[config.mk]
export PLATFORM = sky130hd
export DESIGN_NAME = mutative_fsm_flat
export DESIGN_NICKNAME = d
export VERILOG_FILES = /design/src/rtl/mutative_ctrl_if.sv /design/src/rtl/mutative_fsm.sv /design/src/flat_wrapper.sv
export SDC_FILE = /design/constraint.sdc
export NUM_CORES = 1
export LEC_CHECK = 0
export ABC_AREA = 1
export BUFFER_PORTS_ARGS = -buffer_cell sky130_fd_sc_hd__buf_2
export CAP_MARGIN = 10
export CORE_AREA = 4 4 41 43
export CTS_CLUSTER_SIZE = 12
export DETAILED_ROUTE_END_ITERATION = 10
export DIE_AREA = 0 0 45 47
export GPL_TIMING_DRIVEN = 0
export MAX_ROUTING_LAYER = met4
export PLACE_DENSITY = 0.37
export SYNTH_ARGS = -nofsm -noshare
export SYNTH_HDL_FRONTEND = slang
export SYNTH_SLANG_ARGS = --single-unit
[constraint.sdc]
create_clock -name clk -period 2.56 [get_ports clk]
set_input_delay 0.256 -clock clk [delete_from_list [all_inputs] [get_ports clk]]
set_output_delay 0.256 -clock clk [all_outputs]
set_load 0.01 [all_outputs]
[src/rtl/mutative_ctrl_if.sv]
`timescale 1ns/1ps

interface mutative_ctrl_if;
    logic fill_we;      // refill line into victim way
    logic cpu_we;       // cpu merge into hit way
    logic set_dirty;    // dirty bit stored with the write
    logic wb_en;        // memory port carries victim
    logic miss_done;    // miss classified
    logic ready;        // ufp_resp

    modport fsm (
        output fill_we, cpu_we, set_dirty, wb_en, miss_done, ready
    );

    modport dp (
        input fill_we, cpu_we, set_dirty, wb_en, miss_done, ready
    );
endinterface

[src/rtl/mutative_fsm.sv]
`timescale 1ns/1ps

module mutative_fsm (
    input  logic          clk,
    input  logic          rst,
    input  logic          cpu_req,
    input  logic          cpu_write,
    input  logic          hit,
    input  logic          victim_dirty,
    input  logic          dfp_resp,
    output logic          dfp_read,
    mutative_ctrl_if.fsm  ctrl
);
    typedef enum logic [2:0] {
        S_IDLE,
        S_COMPARE,
        S_WRITEBACK,
        S_ALLOCATE,
        S_FILL
    } state_e;

    state_e state, state_next;

    always_ff @(posedge clk) begin
        if (rst) begin
            state <= S_IDLE;
        end else begin
            state <= state_next;
        end
    end

    always_comb begin
        state_next = state;
        unique case (state)
            S_IDLE:      if (cpu_req) state_next = S_COMPARE;
            S_COMPARE: begin
                if (!cpu_req || hit) begin
                    state_next = S_IDLE;
                end else begin
                    state_next = victim_dirty ? S_WRITEBACK : S_ALLOCATE;
                end
            end
            S_WRITEBACK: if (dfp_resp) state_next = S_ALLOCATE;
            S_ALLOCATE:  if (dfp_resp) state_next = S_FILL;
            S_FILL:      state_next = S_COMPARE;    // retry lookup, now hits
            default:     state_next = S_IDLE;
        endcase
    end

    assign ctrl.ready     = (state == S_COMPARE) && cpu_req && hit;
    assign ctrl.miss_done = (state == S_COMPARE) && cpu_req && !hit;
    assign ctrl.cpu_we    = ctrl.ready && cpu_write;
    assign ctrl.set_dirty = (state == S_COMPARE);   // refill stores clean
    assign ctrl.wb_en     = (state == S_WRITEBACK);
    assign ctrl.fill_we   = (state == S_FILL);
    assign dfp_read       = (state == S_ALLOCATE);
endmodule

[src/flat_wrapper.sv]
// flat-port wrapper written by rule: the top's interface ports become plain ports
module mutative_fsm_flat 
  (clk, rst, cpu_req, cpu_write, hit, victim_dirty, dfp_resp, dfp_read, ctrl_fill_we, ctrl_cpu_we, ctrl_set_dirty, ctrl_wb_en, ctrl_miss_done, ctrl_ready);
  mutative_ctrl_if ctrl_i ();
  input  logic clk;
  input  logic rst;
  input  logic cpu_req;
  input  logic cpu_write;
  input  logic hit;
  input  logic victim_dirty;
  input  logic dfp_resp;
  output logic dfp_read;
  output wire logic [$bits(ctrl_i.fill_we)-1:0] ctrl_fill_we;
  output wire logic [$bits(ctrl_i.cpu_we)-1:0] ctrl_cpu_we;
  output wire logic [$bits(ctrl_i.set_dirty)-1:0] ctrl_set_dirty;
  output wire logic [$bits(ctrl_i.wb_en)-1:0] ctrl_wb_en;
  output wire logic [$bits(ctrl_i.miss_done)-1:0] ctrl_miss_done;
  output wire logic [$bits(ctrl_i.ready)-1:0] ctrl_ready;
  assign ctrl_fill_we = ctrl_i.fill_we;
  assign ctrl_cpu_we = ctrl_i.cpu_we;
  assign ctrl_set_dirty = ctrl_i.set_dirty;
  assign ctrl_wb_en = ctrl_i.wb_en;
  assign ctrl_miss_done = ctrl_i.miss_done;
  assign ctrl_ready = ctrl_i.ready;
  mutative_fsm u_core (.clk(clk), .rst(rst), .cpu_req(cpu_req), .cpu_write(cpu_write), .hit(hit), .victim_dirty(victim_dirty), .dfp_resp(dfp_resp), .dfp_read(dfp_read), .ctrl(ctrl_i));
endmodule
==> results of run 1 <==
[worst max-delay path by stage]
stage	to	depth (start not counted)	start	slack, ns
final	ctrl_cpu_we	5	u_core.state[2]	1.08
after global routing	ctrl_cpu_we	5	u_core.state[2]	0.92
after CTS	ctrl_cpu_we	5	u_core.state[2]	1.05
after detailed placement	ctrl_cpu_we	5	u_core.state[2]	1.30
after global placement	ctrl_cpu_we	5	u_core.state[2]	1.31
after floorplan	ctrl_cpu_we	2	u_core.state[1]	1.31
[per-layer routing]
layer,track usage (%),up-vias,routed length [µm]
met5,-,-,0
met4,5.26,0,0
met3,1.15,0,56
met2,8.19,9,259
met1,7.94,108,248
li1,-,149,-
[power breakdown]
group / leakage, nW / internal [mW] / switching [mW]
combinational: 0.160 / 0.0136 / 0.0192
clock: 0.0150 / 0.0584 / 0.0250
sequential: 0.0245 / 0.0496 / 0.00412
[through the flow]
step | utilization, % | cell area, µm² | hold slack, ns
5_1_grt | 25.3 | 329 | 0.219
3_5_place_dp | 23.3 | 303 | 0.451
2_1_floorplan | - | 219 | 0.325
4_1_cts | 25.3 | 329 | 0.203
6_report | 25.3 | 329 | 0.214
3_3_place_gp | 23.3 | 303 | 0.456
[critical path, stage by stage (launching register included)]
cell and delay [ns]:
dfxtp_1 0.30, inv_1 0.14, nand2_2 0.11, nor4_2 0.17, and2_1 0.15, buf_2 0.12
[cell type report]
class	count	area, µm²
clock buffers	4	26.3
fillers	166	972
inverters	9	33.8
multi-input cells	26	125
flip-flops and latches	3	60.1
well taps	15	18.8
repair buffers	13	65.1
[placed cells by master (no fill, tap or decap)]
master / instances
nor2_2: 2
nor4_1: 1
nor4_2: 1
nand3_1: 2
nand2_2: 1
nor2_1: 5
and2_1: 1
clkbuf_4: 3
nor3_1: 1
dfxtp_1: 3
a21oi_1: 2
inv_1: 8
inv_2: 1
clkbuf_1: 1
buf_2: 13
nand2_1: 10
[cell families (layout without fill, tap and decap cells)]
group / after synthesis / count (layout) / share of synthesized area (%)
flops: 3 / 3 / 27.4
simple gates: 24 / 24 / 52.6
buf+inv: 9 / 26 / 15.4
compound gates: 2 / 2 / 4.57
==> impl_metrics.env, run 1 <==
export IMPL_insertion_delay_ns=0.23
export IMPL_ys_flop_type="dfxtp_1"
export IMPL_ios=14
export IMPL_reg2reg_to="u_core.state[0]"
export IMPL_hold_end="u_core.state[1]"
export IMPL_power_uw=170
export IMPL_cts_made_buffers=3
export IMPL_crit_required_ns=2.30
export IMPL_synthTopCellsByCount="nand2_1 (10), inv_1 (8), nor2_1 (5), dfxtp_1 (3)"
export IMPL_hold_depth=2
export IMPL_drt_iter0_markers=3
export IMPL_largest_reg_flops=3
export IMPL_r2r_cells=6
export IMPL_synth_nets=45
export IMPL_postCtsSetupRepairBufs=0
export IMPL_cp_max_fo=5
export IMPL_place_hpwl_um=467
export IMPL_worst_hold_path_type="in2reg"
export IMPL_peakVddDrop_uv=155
export IMPL_hold_viol=0
export IMPL_cts_hold_buf=0
export IMPL_port_buffers=13
export IMPL_ys_seq_elements=3
export IMPL_top_register="u_core.state"
export IMPL_synth_edff_count=0
export IMPL_slew_headroom_pct=81.2
export IMPL_cts_resized_gates=0
export IMPL_maxCapViolations=0
export IMPL_cellLeakagePower_nw=0.199
export IMPL_setup_tns_ns=0
export IMPL_cp_start_kind="register"
export IMPL_power_per_cell_area_nw_per_um2=516
export IMPL_critical_path_class="reg2out"
export IMPL_fmax_mhz=675
export IMPL_setup_viol=0
export IMPL_reg_top3="u_core.state: 3 flops"
export IMPL_hp_start="rst"
export IMPL_fin_nets=63
export IMPL_die_w_um=45
export IMPL_grt_usage_pct=6.19
export IMPL_start_util_pct=16.8
export IMPL_min_period_over_period_pct=57.9
export IMPL_synth_cells=38
export IMPL_synth_top_area_share_pct=27.4
export IMPL_async_reset_ff_share_pct=0
export IMPL_drc=0
export IMPL_period_needed_ns=1.48
export IMPL_synth_most_common_cell="nand2_1"
export IMPL_clockBufferDepth=2
export IMPL_cts_htree_levels=1
export IMPL_synth_top_area_cell="dfxtp_1"
export IMPL_syn_to_final_growth_pct=50.3
export IMPL_gr_total_overflow=0
export IMPL_drtPass1Iterations=2
export IMPL_diodes=0
export IMPL_dp_cells=66
export IMPL_synth_cell_types=13
export IMPL_outcome="finished, final reports clean"
export IMPL_synth_avg_cell_area_um2=5.76
export IMPL_cp_arrival_ns=1.23
export IMPL_die_area_um2=2120
export IMPL_tightest_slew_ns=0.282
export IMPL_cts_clk_slew_worst_paths_ns=0.04
export IMPL_seq_area_frac_synth_pct=27.4
export IMPL_clkSinkCount=3
export IMPL_stdcell_count=70
export IMPL_slew_violations=0
export IMPL_wl_per_cell_um=8.06
export IMPL_die_h_um=47
export IMPL_cts_root_buf="clkbuf_4"
export IMPL_yosys_top_cells_area="dfxtp_1 (27%), nand2_1 (17%), inv_1 (14%), nor2_1 (8.6%), nor2_2 (5.7%)"
export IMPL_reg2reg_slack_ns=1.51
export IMPL_drive_gt1_share_pct=38.2
export IMPL_viasPerCell=3.80
export IMPL_yosysWarnings=0
export IMPL_setup_worst_path_end_class="primary output"
export IMPL_grt_max_degree=8
export IMPL_coreArea_um2=1300
export IMPL_grt_setup_unrepaired="false"
export IMPL_drtAntennaViolNets=0
export IMPL_dp_slack_ns=1.30
export IMPL_cts_tree="yes"
export IMPL_rows=13
export IMPL_grt_pass1_vias=240
export IMPL_drt_total_wl_um=564
export IMPL_syn_area_um2=219
export IMPL_grt_pass1_wl_um=903
export IMPL_r2r_start="u_core.state[1]"
export IMPL_grt_antenna_before_repair=0
export IMPL_place_congestion=0.712
export IMPL_final_setup_worst_slack_ns=1.08
export IMPL_vias=266
export IMPL_finClkSkew_ns=0.00480
Note: power is estimated with default switching activity, not from simulation.
==> run 2: changes to the inputs <==
==> constraint.sdc (replaced) <==
create_clock -name clk -period 1.5 [get_ports clk]
set_input_delay 0.15 -clock clk [delete_from_list [all_inputs] [get_ports clk]]
set_output_delay 0.15 -clock clk [all_outputs]
set_load 0.01 [all_outputs]
==> impl_metrics.env, run 2 (same netlist as run 1, synthesis figures left out) <==
export IMPL_coreArea_um2=1300
export IMPL_cp_max_fo=7
export IMPL_r2r_cells=6
export IMPL_diodes=0
export IMPL_drtAntennaViolNets=0
export IMPL_setup_tns_ns=0
export IMPL_die_area_um2=2120
export IMPL_hold_end="u_core.state[1]"
export IMPL_grt_antenna_before_repair=0
export IMPL_gr_total_overflow=0
export IMPL_r2r_start="u_core.state[1]"
export IMPL_finClkSkew_ns=0.00480
export IMPL_grt_max_degree=8
export IMPL_fmax_mhz=743
export IMPL_fillers=166
export IMPL_drt_total_wl_um=570
export IMPL_die_h_um=47
export IMPL_power_per_cell_area_nw_per_um2=868
export IMPL_cts_made_buffers=3
export IMPL_wl_met1_um=255
export IMPL_mostFrequentLayoutCell="buf_2"
export IMPL_reg2reg_slack_ns=0.41
export IMPL_grt_setup_unrepaired="false"
export IMPL_slew_headroom_pct=78.4
export IMPL_cts_root_buf="clkbuf_4"
export IMPL_port_buffers=13
export IMPL_wl_met2_um=258
export IMPL_grt_pass1_vias=240
export IMPL_grt_usage_pct=6.19
export IMPL_place_hpwl_um=467
export IMPL_postCtsSetupRepairBufs=0
export IMPL_place_congestion=0.712
export IMPL_hold_depth=2
export IMPL_setup_worst_path_end_class="primary output"
export IMPL_vias=266
export IMPL_maxCapViolations=0
export IMPL_worst_hold_path_type="in2reg"
export IMPL_critical_path_class="reg2out"
export IMPL_die_w_um=45
export IMPL_crit_required_ns=1.35
export IMPL_cp_arrival_ns=1.20
export IMPL_highest_layer="met3"
export IMPL_wl_per_cell_um=8.14
export IMPL_worstPathCellList="nor4_4 > and2_1 > buf_2"
export IMPL_syn_to_final_growth_pct=54.3
export IMPL_cp_slowest_cell="dfxtp_1"
export IMPL_cp_start_kind="register"
export IMPL_drc=0
export IMPL_viasPerCell=3.80
export IMPL_crit_family="simple AND/OR/NAND/NOR gates"
export IMPL_rows=13
export IMPL_regArea_um2=60.1
export IMPL_cts_clk_slew_worst_paths_ns=0.04
export IMPL_hold_viol=0
export IMPL_hp_start="rst"
export IMPL_drt_iter0_markers=3
export IMPL_setup_viol=0
export IMPL_insertion_delay_ns=0.23
export IMPL_wl_met3_um=56
export IMPL_max_stage_delay_ns=0.39
export IMPL_clkSinkCount=3
export IMPL_cellLeakagePower_nw=0.200
export IMPL_clockBufferDepth=2
export IMPL_fin_nets=63
export IMPL_largest_reg_flops=3
export IMPL_drtPass1Iterations=2
export IMPL_peakVddDrop_uv=265
export IMPL_ios=14
export IMPL_slew_violations=0
export IMPL_start_util_pct=16.8
export IMPL_top_register="u_core.state"
export IMPL_crit_buf_inv=1
export IMPL_multi_input_area_um2=134
export IMPL_reg2reg_to="u_core.state[0]"
export IMPL_post_route_util_pct=26.0
export IMPL_final_cell_mix="buf_2 (13), nand2_1 (10), inv_1 (7)"
export IMPL_min_period_over_period_pct=89.8
export IMPL_grt_pass1_wl_um=903
export IMPL_period_needed_ns=1.35
export IMPL_drive_gt1_share_pct=40.0
export IMPL_tightest_slew_ns=0.324
export IMPL_cts_tree="yes"
export IMPL_cts_htree_levels=1
export IMPL_power_uw=293
export IMPL_outcome="finished, final reports clean"
export IMPL_reg_top3="u_core.state: 3 flops"
run 2: cell count changes in the layout (fill, tap and decap cells not counted):
cell	before	now
inv_2	1	2
nor4_2	1	0
inv_1	8	7
nor4_4	0	1
run 2: stage by stage:
stage | hold WS (ns) | cell area (µm²) | instances | setup WS (ns)
2_1_floorplan | 0.219 | 219 | 38 | 0.361
3_3_place_gp | 0.350 | 303 | 66 | 0.353
3_5_place_dp | 0.345 | 303 | 66 | 0.349
4_1_cts | 0.0970 | 329 | 70 | 0.0938
5_1_grt | 0.113 | 338 | 70 | 0.0509
6_report | 0.108 | 338 | 70 | 0.153
run 2: worst max path at each step:
| stage | startpoint | end | slack, ns | depth (start not counted) |
|---|---|---|---|---|
| 2_1_floorplan | u_core.state[1] | ctrl_cpu_we | 0.36 | 2 |
| 3_3_place_gp | u_core.state[2] | ctrl_cpu_we | 0.35 | 5 |
| 3_5_place_dp | u_core.state[2] | ctrl_cpu_we | 0.35 | 5 |
| 4_1_cts | u_core.state[2] | ctrl_cpu_we | 0.09 | 5 |
| 5_1_grt | u_core.state[0] | ctrl_cpu_we | 0.05 | 4 |
| 6_report | u_core.state[1] | ctrl_cpu_we | 0.15 | 3 |
run 2: routing by layer:
metal | up-vias | track usage (%)
met5 | - | -
met4 | 0 | 5.26
met2 | 9 | 8.19
li1 | 149 | -
met1 | 108 | 7.94
met3 | 0 | 1.15
run 2: power by group:
part	internal [mW]	switching, mW	total (mW)
combinational	0.0239	0.0349	0.0588
sequential	0.0846	0.00746	0.0920
clock	0.0997	0.0427	0.142
total	0.208	0.0850	0.293
run 2: timing repair:
item | in CTS | in global routing
gates resized for setup | 0 | 2
setup endpoints to repair | 0 | 1
hold buffers | 0 | 0
run 2: final cells by class:
class / instances / share of cell area (%)
multi-input combinational: 26 / 39.6
timing repair buffer: 13 / 19.3
sequential: 3 / 17.8
inverter: 9 / 10.0
clock buffer: 4 / 7.78
tap: 15 / 5.56
==> run 3: changes to the inputs <==
--- a/config.mk
+++ b/config.mk
@@ -15,6 +15,7 @@
 export GPL_TIMING_DRIVEN = 0
 export MAX_ROUTING_LAYER = met4
 export PLACE_DENSITY = 0.37
+export SETUP_SLACK_MARGIN = 0.3
 export SYNTH_ARGS = -nofsm -noshare
 export SYNTH_HDL_FRONTEND = slang
 export SYNTH_SLANG_ARGS = --single-unit
==> impl_metrics.env, run 3 (same netlist as run 1, synthesis figures left out) <==
export IMPL_outcome="finished, final reports clean"
export IMPL_port_buffers=13
export IMPL_setup_worst_path_end_class="primary output"
export IMPL_worst_hold_path_type="in2reg"
export IMPL_r2r_start="u_core.state[2]"
export IMPL_place_hpwl_um=467
export IMPL_clkSinkCount=3
export IMPL_grt_pass1_vias=241
export IMPL_reg2reg_slack_ns=0.46
export IMPL_crit_required_ns=1.35
export IMPL_cp_start_kind="register"
export IMPL_coreArea_um2=1300
export IMPL_vias=285
export IMPL_clockBufferDepth=2
export IMPL_cts_tree="yes"
export IMPL_wl_per_cell_um=8.26
export IMPL_fin_area_um2=393
export IMPL_dpl_cell_area_um2=303
export IMPL_start_util_pct=16.8
export IMPL_gr_total_overflow=0
export IMPL_drive_gt1_share_pct=53.4
export IMPL_drtAntennaViolNets=0
export IMPL_drc=0
export IMPL_drt_total_wl_um=603
export IMPL_drtPass1Iterations=4
export IMPL_ios=14
export IMPL_min_period_over_period_pct=82.7
export IMPL_insertion_delay_ns=0.23
export IMPL_cts_hold_buf=0
export IMPL_viasPerCell=3.90
export IMPL_cts_made_buffers=3
export IMPL_hold_end="u_core.state[1]"
export IMPL_drt_iter0_markers=2
export IMPL_top_register="u_core.state"
export IMPL_largest_reg_flops=3
export IMPL_cellLeakagePower_nw=0.215
export IMPL_critical_path_class="reg2out"
export IMPL_fin_nets=66
export IMPL_mostFrequentLayoutCell="buf_2"
export IMPL_finClkSkew_ns=0.00651
export IMPL_rows=13
export IMPL_grt_setup_unrepaired="true"
export IMPL_cp_max_fo=7
export IMPL_period_needed_ns=1.24
export IMPL_slew_violations=0
export IMPL_tightest_slew_ns=0.205
export IMPL_cts_root_buf="clkbuf_4"
export IMPL_hp_start="rst"
export IMPL_place_congestion=0.712
export IMPL_syn_to_final_growth_pct=79.4
export IMPL_slew_headroom_pct=86.2
export IMPL_grt_max_degree=8
export IMPL_hold_viol=0
export IMPL_final_cell_mix="buf_2 (12), nand2_1 (9), inv_1 (6)"
export IMPL_power_per_cell_area_nw_per_um2=782
export IMPL_grt_usage_pct=6.19
export IMPL_hold_depth=2
export IMPL_cts_htree_levels=1
export IMPL_setup_tns_ns=0
export IMPL_cp_arrival_ns=1.09
export IMPL_grt_antenna_before_repair=0
export IMPL_peakVddDrop_uv=271
export IMPL_die_h_um=47
export IMPL_die_area_um2=2120
export IMPL_cts_clk_slew_worst_paths_ns=0.04
export IMPL_grt_pass1_wl_um=903
export IMPL_reg_top3="u_core.state: 3 flops"
export IMPL_diodes=0
export IMPL_setup_viol=0
export IMPL_r2r_cells=8
export IMPL_maxCapViolations=0
export IMPL_reg2reg_to="u_core.state[1]"
export IMPL_fmax_mhz=806
export IMPL_die_w_um=45
==> run 3: cell count changes in the layout (fill, tap and decap cells not counted), sizes merged <==
cell / before / now
buf: 13 / 16
==> run 3: through the flow <==
| step | std cells | util, % | worst slack, ns | hold WS, ns | total power, mW |
|---|---|---|---|---|---|
| after CTS | 71 | 27.3 | 0.245 | 0.0896 | 0.305 |
| after global placement | 66 | 23.3 | 0.353 | 0.350 | 0.150 |
| final | 73 | 30.2 | 0.260 | 0.0940 | 0.307 |
| after floorplan | 38 | - | 0.361 | 0.219 | 0.127 |
| after global routing | 73 | 30.2 | 0.165 | 0.103 | 0.329 |
| after detailed placement | 66 | 23.3 | 0.349 | 0.345 | 0.150 |
==> run 3: layout make-up <==
cell class              count  area, µm²
clock buffers               4       26.3
fillers                   166        908
inverters                   9       33.8
multi-input cells          26        151
flip-flops and latches      3       68.8
well taps                  15       18.8
repair buffers             16       93.8
==> run 3: worst max path at each step <==
stage / startpoint / to / slack (ns) / cells after the start
floorplan: u_core.state[1] / ctrl_cpu_we / 0.36 / 2
global placement: u_core.state[2] / ctrl_cpu_we / 0.35 / 5
detailed placement: u_core.state[2] / ctrl_cpu_we / 0.35 / 5
CTS: u_core.state[2] / ctrl_cpu_we / 0.25 / 5
global route: u_core.state[2] / ctrl_cpu_we / 0.17 / 5
finish: u_core.state[1] / ctrl_cpu_we / 0.26 / 3
==> run 3: power by group <==
| part | internal, mW | switching (mW) |
|---|---|---|
| clock | 0.0997 | 0.0415 |
| combinational | 0.0338 | 0.0390 |
| sequential | 0.0842 | 0.00893 |
| total | 0.218 | 0.0895 |
==> run 3: critical path, stage by stage, from the launching register on <==
cell and delay [ns]:
dfxtp_4 0.37, nor4_4 0.22, and2_1 0.15, buf_2 0.12
==> run 3: what timing repair did <==
action	in CTS	in global routing
resized for setup	6	7
pin swaps	2	2
endpoints found under the setup margin	5	5
buffers inserted	1	2
==> run 3: metal layers <==
layer / track usage (%) / up-vias / part of all wire [%]
met5: - / - / 0
li1: - / 157 / -
met2: 8.47 / 11 / 48
met1: 7.71 / 117 / 43
met4: 5.26 / 0 / 0
met3: 1.15 / 0 / 9.1
