File: src/rtl/mutative_cache_config.svh
`ifndef MUTATIVE_CACHE_CONFIG_SVH
`define MUTATIVE_CACHE_CONFIG_SVH

// cache geometry
`define WAYS            8
`define SETS            16
`define OFFSET_BITS     5
`define SET_BITS        4
`define TAG_BITS        23
`define LINE_BITS       256
`define WAY_IDX_BITS    3

// mode policy
`define SHADOW_ENTRIES  128     // one entry per physical line
`define CONFLICT_LIMIT  4       // conflict misses before the next mode

`endif

File: src/rtl/mutative_types.sv
`include "mutative_cache_config.svh"

package mutative_types;

    // one cpu address seen as set-associative fields or as a line number
    typedef union packed {
        struct packed {
            logic [`TAG_BITS-1:0]    tag;
            logic [`SET_BITS-1:0]    set_index;
            logic [`OFFSET_BITS-1:0] offset;
        } sa;
        struct packed {
            logic [`TAG_BITS+`SET_BITS-1:0] line;
            logic [`OFFSET_BITS-1:0]        offset;
        } fa;
    } cache_addr_u;

    // group size is 2**mode
    typedef enum logic [1:0] {
        MODE_DM   = 2'd0,
        MODE_2WAY = 2'd1,
        MODE_4WAY = 2'd2,
        MODE_8WAY = 2'd3
    } assoc_mode_e;

    // The group number is made of the low 3-mode tag bits, with tag[0] as its top bit.
    // A group then covers 2**mode consecutive ways from group*size, and each group of
    // one mode lies inside a group of every higher mode.
    function automatic logic [`WAY_IDX_BITS-1:0] group_base(
        logic [`WAY_IDX_BITS-1:0] tag_low,
        assoc_mode_e              mode
    );
        logic [`WAY_IDX_BITS-1:0] rev;
        rev = {tag_low[0], tag_low[1], tag_low[2]};
        return (rev >> mode) << mode;
    endfunction

endpackage

File: src/rtl/mutative_plru.sv
`timescale 1ns/1ps
`include "mutative_cache_config.svh"

module mutative_plru
import mutative_types::*;
(
    input  logic                     clk,
    input  logic                     rst,
    input  logic [`SET_BITS-1:0]     set_index,
    input  logic [`WAY_IDX_BITS-1:0] tag_low,
    input  assoc_mode_e              mode,
    input  logic                     access,
    input  logic [`WAY_IDX_BITS-1:0] hit_way,
    output logic [`WAY_IDX_BITS-1:0] victim_way
);
    // node 0 picks way bit 2, nodes 1-2 bit 1, nodes 3-6 bit 0
    logic [`WAYS-2:0]         tree [`SETS];
    logic [`WAYS-2:0]         node;
    logic [`WAY_IDX_BITS-1:0] base;

    always_ff @(posedge clk) begin
        if (rst) begin
            for (int s = 0; s < `SETS; s++) begin
                tree[s] <= '0;
            end
        end else if (access) begin
            tree[set_index][0]                <= ~hit_way[2];   // point away from used way
            tree[set_index][1 + hit_way[2]]   <= ~hit_way[1];
            tree[set_index][3 + hit_way[2:1]] <= ~hit_way[0];
        end
    end

    // way bits at or above the mode are fixed by the group
    always_comb begin
        base = group_base(tag_low, mode);
        node = tree[set_index];
        victim_way[2] = (mode <= MODE_4WAY) ? base[2] : node[0];
        victim_way[1] = (mode <= MODE_2WAY) ? base[1] : node[1 + victim_way[2]];
        victim_way[0] = (mode == MODE_DM)   ? base[0] : node[3 + victim_way[2:1]];
    end
endmodule

File: config.mk
export PLATFORM = sky130hd
export DESIGN_NAME = mutative_plru
export DESIGN_NICKNAME = d
export VERILOG_FILES = /design/src/rtl/mutative_types.sv /design/src/rtl/mutative_plru.sv
export VERILOG_INCLUDE_DIRS = /design/src /design/src/rtl
export SDC_FILE = /design/constraint.sdc
export NUM_CORES = 1
export LEC_CHECK = 0
export BUFFER_PORTS_ARGS = -buffer_cell sky130_fd_sc_hd__buf_2
export CORE_ASPECT_RATIO = 0.5
export CORE_MARGIN = 2
export CORE_UTILIZATION = 60
export DETAILED_ROUTE_END_ITERATION = 8
export GPL_ROUTABILITY_DRIVEN = 1
export GPL_TIMING_DRIVEN = 1
export PLACE_DENSITY = 0.77
export REMOVE_ABC_BUFFERS = 1
export SETUP_SLACK_MARGIN = 0.4
export SLEW_MARGIN = 30
export SYNTH_ARGS = -nofsm -noshare
export SYNTH_HDL_FRONTEND = slang
export SYNTH_SLANG_ARGS = --single-unit
export TNS_END_PERCENT = 10
File: constraint.sdc
create_clock -name clk -period 3 [get_ports clk]
set_input_delay 0.45 -clock clk [delete_from_list [all_inputs] [get_ports clk]]
set_output_delay 0.45 -clock clk [all_outputs]
set_load 0.01 [all_outputs]
==> implementation parameters, run 1 <==
Parameter                              Value

CTS
  Cell at the root of the clock tree    sky130_fd_sc_hd__clkbuf_16
  Reg clk slew, reported paths    0.08 ns
  Clock Sinks    112
  TritonCTS clock tree    done
  Clock H-tree levels    3
  Max clock buf depth    2
  TritonCTS buffer count    9

Yosys
  Most used DFF post-synth    sky130_fd_sc_hd__edfxtp_1
  Gate Count Post-Synth    roughly 570
  Post-synthesis cell type count    38
  Count of synthesis-stage warnings from yosys    0
  Synth top area cells    sky130_fd_sc_hd__edfxtp_1 54%, sky130_fd_sc_hd__a21o_1 9.8%, sky130_fd_sc_hd__mux4_2 9.3%
  Area share of the largest cell type after synthesis    53.7%
  Share of async-settable or async-resettable flops after synthesis    0%
  Syn_area_per_cell    between 10 and 15 um^2
  Number of synthesized flops with an enable pin    approximately 110
  Register area share after synthesis    between 50% and 60%
  Post-synth top area cell    sky130_fd_sc_hd__edfxtp_1
  Synth Cell Area    ~0.0063 mm^2
  Synth Register Bits    112

Flow run
  Max_cap viols    0

Critical path
  Critical path type    reg2out
  CP Cell Sequence    mux4_2 -> or2_0 -> a211o_1 -> and2_4 -> mux2_2 -> a221o_1 -> buf_2
  Largest incremental delay on the critical path    around 0.47 ns
  Largest fanout of any net on the critical path    3
  Worst Setup Start Kind    flip-flop
  Standard cell with the maximum stage delay on the critical path    sky130_fd_sc_hd__mux4_2
  Start point of the critical path    tree[3][2]$_SDFFCE_PN0P_
  CP arrival    ~2.7 ns
  Sum of buffers and inverters on the critical path    1
  Worst Setup End Kind    output pin
  Cell family with the largest share of critical-path delay    multiplexers
  Endpoint required time on the critical path    roughly 2.6 ns

GRT
  Number of antenna violations at the first check in global routing    0
  Remaining global-route overflow    0
  GRT Overall Usage    between 30 and 40%
  Wire length of the first global-routing pass    about 25000 um
  Via count of the first global-routing pass    4353
  Largest net degree at the start of global routing    between 60 and 70

Detailed routing
  Via total after detailed routing    roughly 4800
  Detailed Routing Iterations Pass 1    5
  Detail-routed net length per standard cell    about 23 um
  Antenna Nets Post-Route    0
  Via density per instance    between 6 and 7
  Post-Route WL    16900 um
  Violation count after the first detailed-routing iteration    701
  Remaining routing DRC violations    0

Floorplan
  Starting density of the core    61.5%
  Number of standard-cell rows in the floorplan    26
  Die height    about 76 um
  IO Count    18
  Width of the die    approximately 150 um
  Die area    0.0113 mm^2
  Area of the core    0.0102 mm^2

Placed design
  DP Area    around 0.0066 mm^2
  Half-perimeter wire length after placement    12100 um
  Count of port buffers added during placement    17
  Global placement routability congestion    roughly 0.96

STA
  Setup violation total in the final timing report    1
  Total count of max-transition violations in the final report    0
  Post-route setup TNS    -0.195 ns
  Shortest period the worst path allows    3.19 ns
  Number of hold violations in the final report    0
  Setup slack of the critical path after layout    -0.195 ns
  Worst-case headroom to the max-slew limit    49.6%
  Unrepaired setup endpoints after global routing    yes
  Upper clock frequency limit    roughly 310 MHz
  Transition time of the tightest slew-check pin    around 0.75 ns
  Share of the clock period used by the worst path after layout    106%

Final layout
  Number of diodes    0
  Register name with the most flops    tree
  Fraction of final layout cells with drive strength greater than 1    between 10% and 20%
  Final Net Count    just under 600
  Area Overhead vs Synth    10.8%
  Biggest regs    tree (112)
  Final cell area excluding filler cells    just under 0.007 mm^2
  Flip-flop count of the largest register, all copies and words added    around 110

Status
  Status    finished, violations left
  Violated checks    negative setup slack

Min path
  Hold Crit Class    in2reg
  Launch instance of the worst min-delay path    rst

Power and ir drop
  Power per Cell Area    approximately 500 mW/mm^2
  Cell leakage power    2.69 nW
  VDD IR max    0.274 mV
## Yosys cell counts, drive strengths merged (4+ instances only)
master,n
clkbuf,38
nor3,9
o21bai,14
a22oi,4
and2,4
inv,4
ha,4
nor2b,7
nand2,36
a21oi,4
mux2i,10
a21o,82
edfxtp,112
or2,7
nand2b,19
buf,13
nor2,146
mux4,26
nand3,8
## where the power goes
part | total [mW] | switching [mW] | internal, mW
registers | 1.83 | 0.0310 | 1.80
clock network | 1.18 | 0.593 | 0.584
logic | 0.456 | 0.258 | 0.198
total | 3.46 | 0.882 | 2.58
## area by class of cell
class	instances	area, um^2
Clock inverter	6	57.6
Tap cell	140	175
Sequential cell	112	3360
Clock buffer	9	225
Multi-Input combinational cell	400	2700
Fill cell	736	3240
Inverter	4	17.5
Timing Repair Buffer	51	397
## metrics by stage
stage | total power [mW] | hold slack (ns) | instances | util, % | setup slack (ns)
detailed placement | 2.30 | 0.779 | 707 | 64.7 | -0.107
CTS | 3.45 | 0.405 | 722 | 67.9 | -0.154
global route | 3.55 | 0.436 | 722 | 68.1 | -0.217
global placement | 2.29 | 0.775 | 707 | 64.7 | -0.0705
floorplan | 2.10 | 0.637 | 516 | - | 0.387
finish | 3.46 | 0.414 | 722 | 68.1 | -0.195
## per-layer routing
| metal | wire length, um | global-route usage, % | up-vias | part of all wire, % |
|---|---|---|---|---|
| met3 | 2240 | 7.31 | 35 | 13 |
| met4 | 377 | 8.29 | 0 | 2.2 |
| met5 | 0 | 0 | - | 0 |
| li1 | - | - | 2055 | - |
| met2 | 7150 | 41.9 | 367 | 42 |
| met1 | 7120 | 49.0 | 2311 | 42 |
## cell usage in the layout, fill, tap and decap left out, drive strengths merged, types with 9 or more instances in the layout
master,n
o21bai,14
nor2,146
nand2b,19
nor3,9
a21o,82
buf,51
mux4,26
clkbuf,9
mux2i,10
inv,10
nand2,36
edfxtp,112
## what timing repair did
item,4_1_cts,5_1_grt
setup endpoints to repair,3,3
buffers inserted,0,0
gates resized for setup,7,8
hold buffers,0,0
pin swaps,5,4
## cell families (layout without fill, tap and decap cells)
kind of cell	Yosys count	in the layout	share of synthesized area [%]
flip-flops	112	112	53.7
AND/OR/NAND/NOR	243	243	16.7
buffers and inverters	55	70	3.66
adder cells (fa/ha/maj)	4	4	0.799
multiplexers	38	38	11.3
AO/OA/AOI/OAI	115	115	13.8
## final timing paths
check	end	slack [ns]	cells after the start
setup / recovery	victim_way[0]	-0.19	7
hold / removal	tree[11][6]$_SDFFCE_PN0P_	0.41	2
No activity file was read; power rests on OpenSTA's default activity.
==> run 2: changes to the inputs <==
- CTS_BUF_LIST: not set -> sky130_fd_sc_hd__clkbuf_2 sky130_fd_sc_hd__clkbuf_4 sky130_fd_sc_hd__clkbuf_8
==> run 2 against run 1 <==
The flow still finishes with violations (negative setup slack). Sequential power hardly changed. Routed wire length hardly changed. Combinational power fell by 0.9%. Critical endpoint unchanged. Largest power group unchanged.
==> implementation parameters, run 2 (synthesis gave the netlist of run 1 again) <==
Parameter                              Value

Final layout
  Register name with the most flops    tree
  Multi-input combinational cell area    0.00269 mm^2 (-0.46%)
  Final Net Count    597 (unchanged)
  Flip-flop count of the largest register, all copies and words added    112 (unchanged)
  # fillers    753 (+2.3%)
  Most frequent cells in the layout    146 x sky130_fd_sc_hd__nor2_1, 112 x sky130_fd_sc_hd__edfxtp_1, 82 x sky130_fd_sc_hd__a21o_1, 36 x sky130_fd_sc_hd__nand2_1, 33 x sky130_fd_sc_hd__buf_4
  Fraction of final layout cells with drive strength greater than 1    17.2% (-0.34 points)
  Biggest regs    tree (112)
  Most common cell after layout, fill and taps aside    sky130_fd_sc_hd__nor2_1
  Area Overhead vs Synth    8.97%
  Number of diodes    0 (unchanged)
  Combined flip-flop and latch cell area    0.00336 mm^2 (unchanged)

Floorplan
  Area of the core    0.0102 mm^2 (unchanged)
  Starting density of the core    61.5% (unchanged)
  Die area    0.0113 mm^2 (unchanged)
  Width of the die    148 um (unchanged)
  Number of standard-cell rows in the floorplan    26 (unchanged)
  IO Count    18 (unchanged)
  Die height    76.2 um (unchanged)

Placed design
  Setup Slack @ Placement    -0.107 ns (unchanged)
  Count of port buffers added during placement    17 (unchanged)
  Global placement routability congestion    0.963 (unchanged)
  Half-perimeter wire length after placement    12100 um (unchanged)

Critical path
  Endpoint required time on the critical path    2.55 ns (about the same)
  Critical path type    reg2out
  Largest fanout of any net on the critical path    3 (unchanged)
  Worst Setup Start Kind    flip-flop
  Worst Setup End Kind    output pin
  CP arrival    2.76 ns (+0.02 ns)

Detailed routing
  Detail-routed net length per standard cell    23.4 um (about the same)
  Via total after detailed routing    4713 (-1.2%)
  Antenna Nets Post-Route    0 (unchanged)
  Remaining routing DRC violations    0 (unchanged)
  Detailed Routing Iterations Pass 1    5 (unchanged)
  Violation count after the first detailed-routing iteration    697 (-0.57%)
  Via density per instance    6.53 (-1.2%)
  Post-Route WL    16900 um (about the same)

Power and ir drop
  Cell leakage power    2.64 nW (-1.8%)
  Power per Cell Area    465 mW/mm^2 (-7.0%)
  VDD IR max    0.226 mV (-18%)
  Overall power of the completed layout    3.17 mW (-8.5%)

STA
  Worst-case headroom to the max-slew limit    50.1% (+0.45 points)
  Transition time of the tightest slew-check pin    0.749 ns (-0.00466 ns)
  Shortest period the worst path allows    3.21 ns (+0.0191 ns)
  Unrepaired setup endpoints after global routing    yes
  Total count of max-transition violations in the final report    0 (unchanged)
  Setup slack of the critical path after layout    -0.214 ns (-0.0191 ns)
  Share of the clock period used by the worst path after layout    107% (+0.64 points)
  Upper clock frequency limit    311 MHz (-0.60%)
  Setup violation total in the final timing report    1 (unchanged)
  Number of hold violations in the final report    0 (unchanged)

CTS
  Hold_buf cts    0 (unchanged)
  Reg clk slew, reported paths    0.12 ns (+0.04 ns)
  TritonCTS buffer count    9 (unchanged)
  Post-CTS Setup Inserts    0 (unchanged)
  Clock H-tree levels    3 (unchanged)
  Clock Sinks    112 (unchanged)
  Max clock buf depth    2 (unchanged)
  TritonCTS clock tree    done
  Cell at the root of the clock tree    sky130_fd_sc_hd__clkbuf_8

GRT
  GRT Overall Usage    30.7% (+0.097 points)
  Largest net degree at the start of global routing    68 (unchanged)
  Remaining global-route overflow    0 (unchanged)
  Wire length of the first global-routing pass    25300 um (about the same)
  Via count of the first global-routing pass    4341 (-0.28%)
  Number of antenna violations at the first check in global routing    0 (unchanged)

Min path
  Hold Crit Class    in2reg
  Worst Hold Path Cells    2 (unchanged)

Status
  Status    finished, violations left
  Violated checks    negative setup slack

Flow run
  Max_cap viols    0 (unchanged)
## run 2: cell counts in the layout (fill, tap and decap cells not counted)
No cell type changed its count.
## run 2: worst max-delay path: stages, from the launching register on
cell and delay, ns:
sky130_fd_sc_hd__edfxtp_1 0.42, sky130_fd_sc_hd__mux4_2 0.47, sky130_fd_sc_hd__or2_0 0.21, sky130_fd_sc_hd__a211o_1 0.31
sky130_fd_sc_hd__and2_4 0.18, sky130_fd_sc_hd__mux2_2 0.29, sky130_fd_sc_hd__a221o_1 0.35, sky130_fd_sc_hd__buf_2 0.16
## run 2: layout make-up
cell class | instances | share of cell area [%]
Clock buffer | 9 | 1.81
Timing Repair Buffer | 51 | 5.81
Tap cell | 140 | 2.57
Sequential cell | 112 | 49.3
Multi-Input combinational cell | 400 | 39.4
Inverter | 4 | 0.257
Clock inverter | 6 | 0.843
## run 2: metal layers
metal,wire [um],global-route usage (%),part of all wire (%),vias up
li1,-,-,-,2059
met1,7210,48.5,43,2312
met2,7110,41.7,42,316
met3,2220,8.68,13,26
met4,347,8.29,2.1,0
met5,0,0,0,-
## run 2: stage by stage
step | area (um^2) | utilization [%] | setup TNS (ns) | hold WS, ns | cells
4_1_cts | 6800 | 66.8 | -0.200 | 0.360 | 722
6_report | 6830 | 67.0 | -0.214 | 0.372 | 722
5_1_grt | 6830 | 67.0 | -0.257 | 0.384 | 722
2_1_floorplan | 6050 | - | 0 | 0.637 | 516
3_5_place_dp | 6590 | 64.7 | -0.107 | 0.779 | 707
3_3_place_gp | 6590 | 64.7 | -0.0705 | 0.775 | 707
## run 2: path summary, 6_finish.rpt
check	slack [ns]	to	startpoint
setup / recovery	-0.21	victim_way[0]	tree[3][2]$_SDFFCE_PN0P_
hold / removal	0.37	tree[11][6]$_SDFFCE_PN0P_	rst
## run 2: report_power, final
| part | switching, mW | total (mW) | internal [mW] |
|---|---|---|---|
| Clock | 0.566 | 0.888 | 0.322 |
| Combinational | 0.255 | 0.452 | 0.197 |
| Sequential | 0.0312 | 1.83 | 1.80 |
| Total | 0.852 | 3.17 | 2.32 |
## run 2: repair_timing
action / in CTS / in global routing
gates resized for setup: 7 / 5
endpoints found under the setup margin: 3 / 3
pin swaps: 5 / 3
==> run 3: changes to the inputs <==
--- a/config.mk
+++ b/config.mk
@@ -7,5 +7,5 @@
 export NUM_CORES = 1
 export LEC_CHECK = 0
-export BUFFER_PORTS_ARGS = -buffer_cell sky130_fd_sc_hd__buf_2
+export BUFFER_PORTS_ARGS = -buffer_cell sky130_fd_sc_hd__buf_4
 export CORE_ASPECT_RATIO = 0.5
 export CORE_MARGIN = 2
==> constraint.sdc (replaced) <==
create_clock -name clk -period 3 [get_ports clk]
set_input_delay 0.3 -clock clk [delete_from_list [all_inputs] [get_ports clk]]
set_output_delay 0.3 -clock clk [all_outputs]
set_load 0.01 [all_outputs]
==> run 3 against run 2 <==
The run still ends with negative setup slack left. Sequential power about the same. Die area unchanged. Highest routed layer unchanged. Final cell count fell by 2.1%. Largest cell class unchanged.
==> implementation parameters, run 3 (synthesis gave the netlist of run 1 again) <==
Parameter                              Value

Placed design
  Half-perimeter wire length after placement    11400 um (-6.4%)
  Count of port buffers added during placement    17 (unchanged)
  Placed cell count    691 (-2.3%)
  DP Area    0.00650 mm^2 (-1.4%)
  Global placement routability congestion    0.922 (-4.2%)
  Setup Slack @ Placement    0.119 ns (+0.227 ns)

Floorplan
  Starting density of the core    61.5% (unchanged)
  Die area    0.0113 mm^2 (unchanged)
  IO Count    18 (unchanged)
  Die height    76.2 um (unchanged)
  Width of the die    148 um (unchanged)
  Area of the core    0.0102 mm^2 (unchanged)
  Number of standard-cell rows in the floorplan    26 (unchanged)

Final layout
  Biggest regs    tree (112)
  Combined flip-flop and latch cell area    0.00336 mm^2 (unchanged)
  Final cell area excluding filler cells    0.00674 mm^2 (-1.3%)
  Multi-input combinational cell area    0.00268 mm^2 (-0.37%)
  Most common cell after layout, fill and taps aside    sky130_fd_sc_hd__nor2_1
  # fillers    775 (+2.9%)
  Final Net Count    581 (-2.7%)
  Register name with the most flops    tree
  Fraction of final layout cells with drive strength greater than 1    14.5% (-2.7 points)
  Area Overhead vs Synth    7.59%
  Number of diodes    0 (unchanged)
  Most frequent cells in the layout    146 x sky130_fd_sc_hd__nor2_1, 112 x sky130_fd_sc_hd__edfxtp_1, 82 x sky130_fd_sc_hd__a21o_1, 36 x sky130_fd_sc_hd__nand2_1, 33 x sky130_fd_sc_hd__buf_4
  Flip-flop count of the largest register, all copies and words added    112 (unchanged)
  Final cell count without fillers    707 (-2.1%)

STA
  Setup violation total in the final timing report    1 (unchanged)
  Setup slack of the critical path after layout    -0.0500 ns (+0.164 ns)
  Transition time of the tightest slew-check pin    0.804 ns (+0.0555 ns)
  Share of the clock period used by the worst path after layout    102% (-5.5 points)
  Worst-case headroom to the max-slew limit    46.4% (-3.7 points)
  Number of hold violations in the final report    0 (unchanged)
  Shortest period the worst path allows    3.05 ns (-0.164 ns)
  Upper clock frequency limit    328 MHz (+5.4%)
  Total count of max-transition violations in the final report    0 (unchanged)
  Unrepaired setup endpoints after global routing    yes

Critical path
  CP arrival    2.75 ns (about the same)
  Standard cell with the maximum stage delay on the critical path    sky130_fd_sc_hd__mux4_2
  Worst Setup End Kind    output pin
  Critical path type    reg2out
  Largest fanout of any net on the critical path    3 (unchanged)
  Largest incremental delay on the critical path    0.49 ns (+0.02 ns)
  CP Cell Sequence    mux4_2 -> or2_0 -> a211o_1 -> and2_4 -> mux2_2 -> a221o_1 -> buf_6
  Endpoint required time on the critical path    2.70 ns (+0.15 ns)
  Worst Setup Start Kind    flip-flop

Detailed routing
  Remaining routing DRC violations    0 (unchanged)
  Antenna Nets Post-Route    0 (unchanged)
  Detail-routed net length per standard cell    22.8 um (-2.4%)
  Via total after detailed routing    4739 (+0.55%)
  Detailed Routing Iterations Pass 1    5 (unchanged)
  Post-Route WL    16100 um (-4.4%)
  Violation count after the first detailed-routing iteration    791 (+13%)
  Via density per instance    6.70 (+2.7%)

GRT
  Wire length of the first global-routing pass    25100 um (-0.85%)
  Number of antenna violations at the first check in global routing    0 (unchanged)
  Remaining global-route overflow    0 (unchanged)
  Via count of the first global-routing pass    4360 (+0.44%)
  Largest net degree at the start of global routing    61 (-10%)
  GRT Overall Usage    30.0% (-0.71 points)

Power and ir drop
  VDD IR max    0.297 mV (+32%)
  Power per Cell Area    489 mW/mm^2 (+5.3%)
  Cell leakage power    2.58 nW (-2.2%)
  Overall power of the completed layout    3.30 mW (+3.9%)

CTS
  Clock H-tree levels    3 (unchanged)
  Cell at the root of the clock tree    sky130_fd_sc_hd__clkbuf_8
  TritonCTS clock tree    done
  Hold_buf cts    0 (unchanged)
  Post-CTS Setup Inserts    0 (unchanged)
  Reg clk slew, reported paths    0.11 ns (about the same)
  Max clock buf depth    2 (unchanged)
  Clock Sinks    112 (unchanged)
  TritonCTS buffer count    9 (unchanged)

Min path
  Hold Crit Class    in2reg

Status
  Status    finished, violations left
  Violated checks    negative setup slack

Flow run
  Max_cap viols    0 (unchanged)
run 3: path summary, 6_finish.rpt:
kind | start | to | depth (start not counted)
setup / recovery | tree[3][2]$_SDFFCE_PN0P_ | victim_way[0] | 7
hold / removal | rst | tree[2][0]$_SDFFCE_PN0P_ | 2
run 3: worst max-delay path, delay by kind of cell, from the launching register on:
kind                   cells  cell delay, ns
and+or+nand+nor            2            0.40
AOI/OAI and AO/OA          2            0.66
DFF                        1            0.39
buffers and inverters      1            0.14
muxes                      2            0.78
run 3: routing by layer:
layer | vias up | track usage, % | wire length (um)
met5 | - | 0 | 0
met1 | 2348 | 47.7 | 6760
li1 | 2022 | - | -
met2 | 346 | 41.5 | 6960
met3 | 23 | 7.78 | 2200
met4 | 0 | 6.95 | 230
run 3: layout make-up:
cell class                 count  share of cell area, %
clock buffer                   9                   1.84
timing repair buffer          35                   4.14
sequential                   112                   49.9
clock inverter                 7                   1.50
multi-input combinational    400                   39.8
inverter                       4                  0.223
tap                          140                   2.60
run 3: stage by stage:
step | setup TNS (ns) | hold slack (ns) | utilization, %
6_report | -0.0500 | 0.263 | 66.2
5_1_grt | -0.0955 | 0.266 | 66.2
4_1_cts | -0.0398 | 0.255 | 66.1
3_5_place_dp | 0 | 0.660 | 63.8
3_3_place_gp | 0 | 0.648 | 63.8
2_1_floorplan | 0 | 0.487 | -
run 3: power breakdown:
| part | internal [mW] | switching, mW |
|---|---|---|
| Sequential | 1.80 | 0.0297 |
| Combinational | 0.185 | 0.245 |
| Clock | 0.481 | 0.555 |
run 3: repair_timing:
item / CTS / global route
setup endpoints to repair: 3 / 3
hold endpoints to repair: 0 / 0
resized for setup: 1 / 2
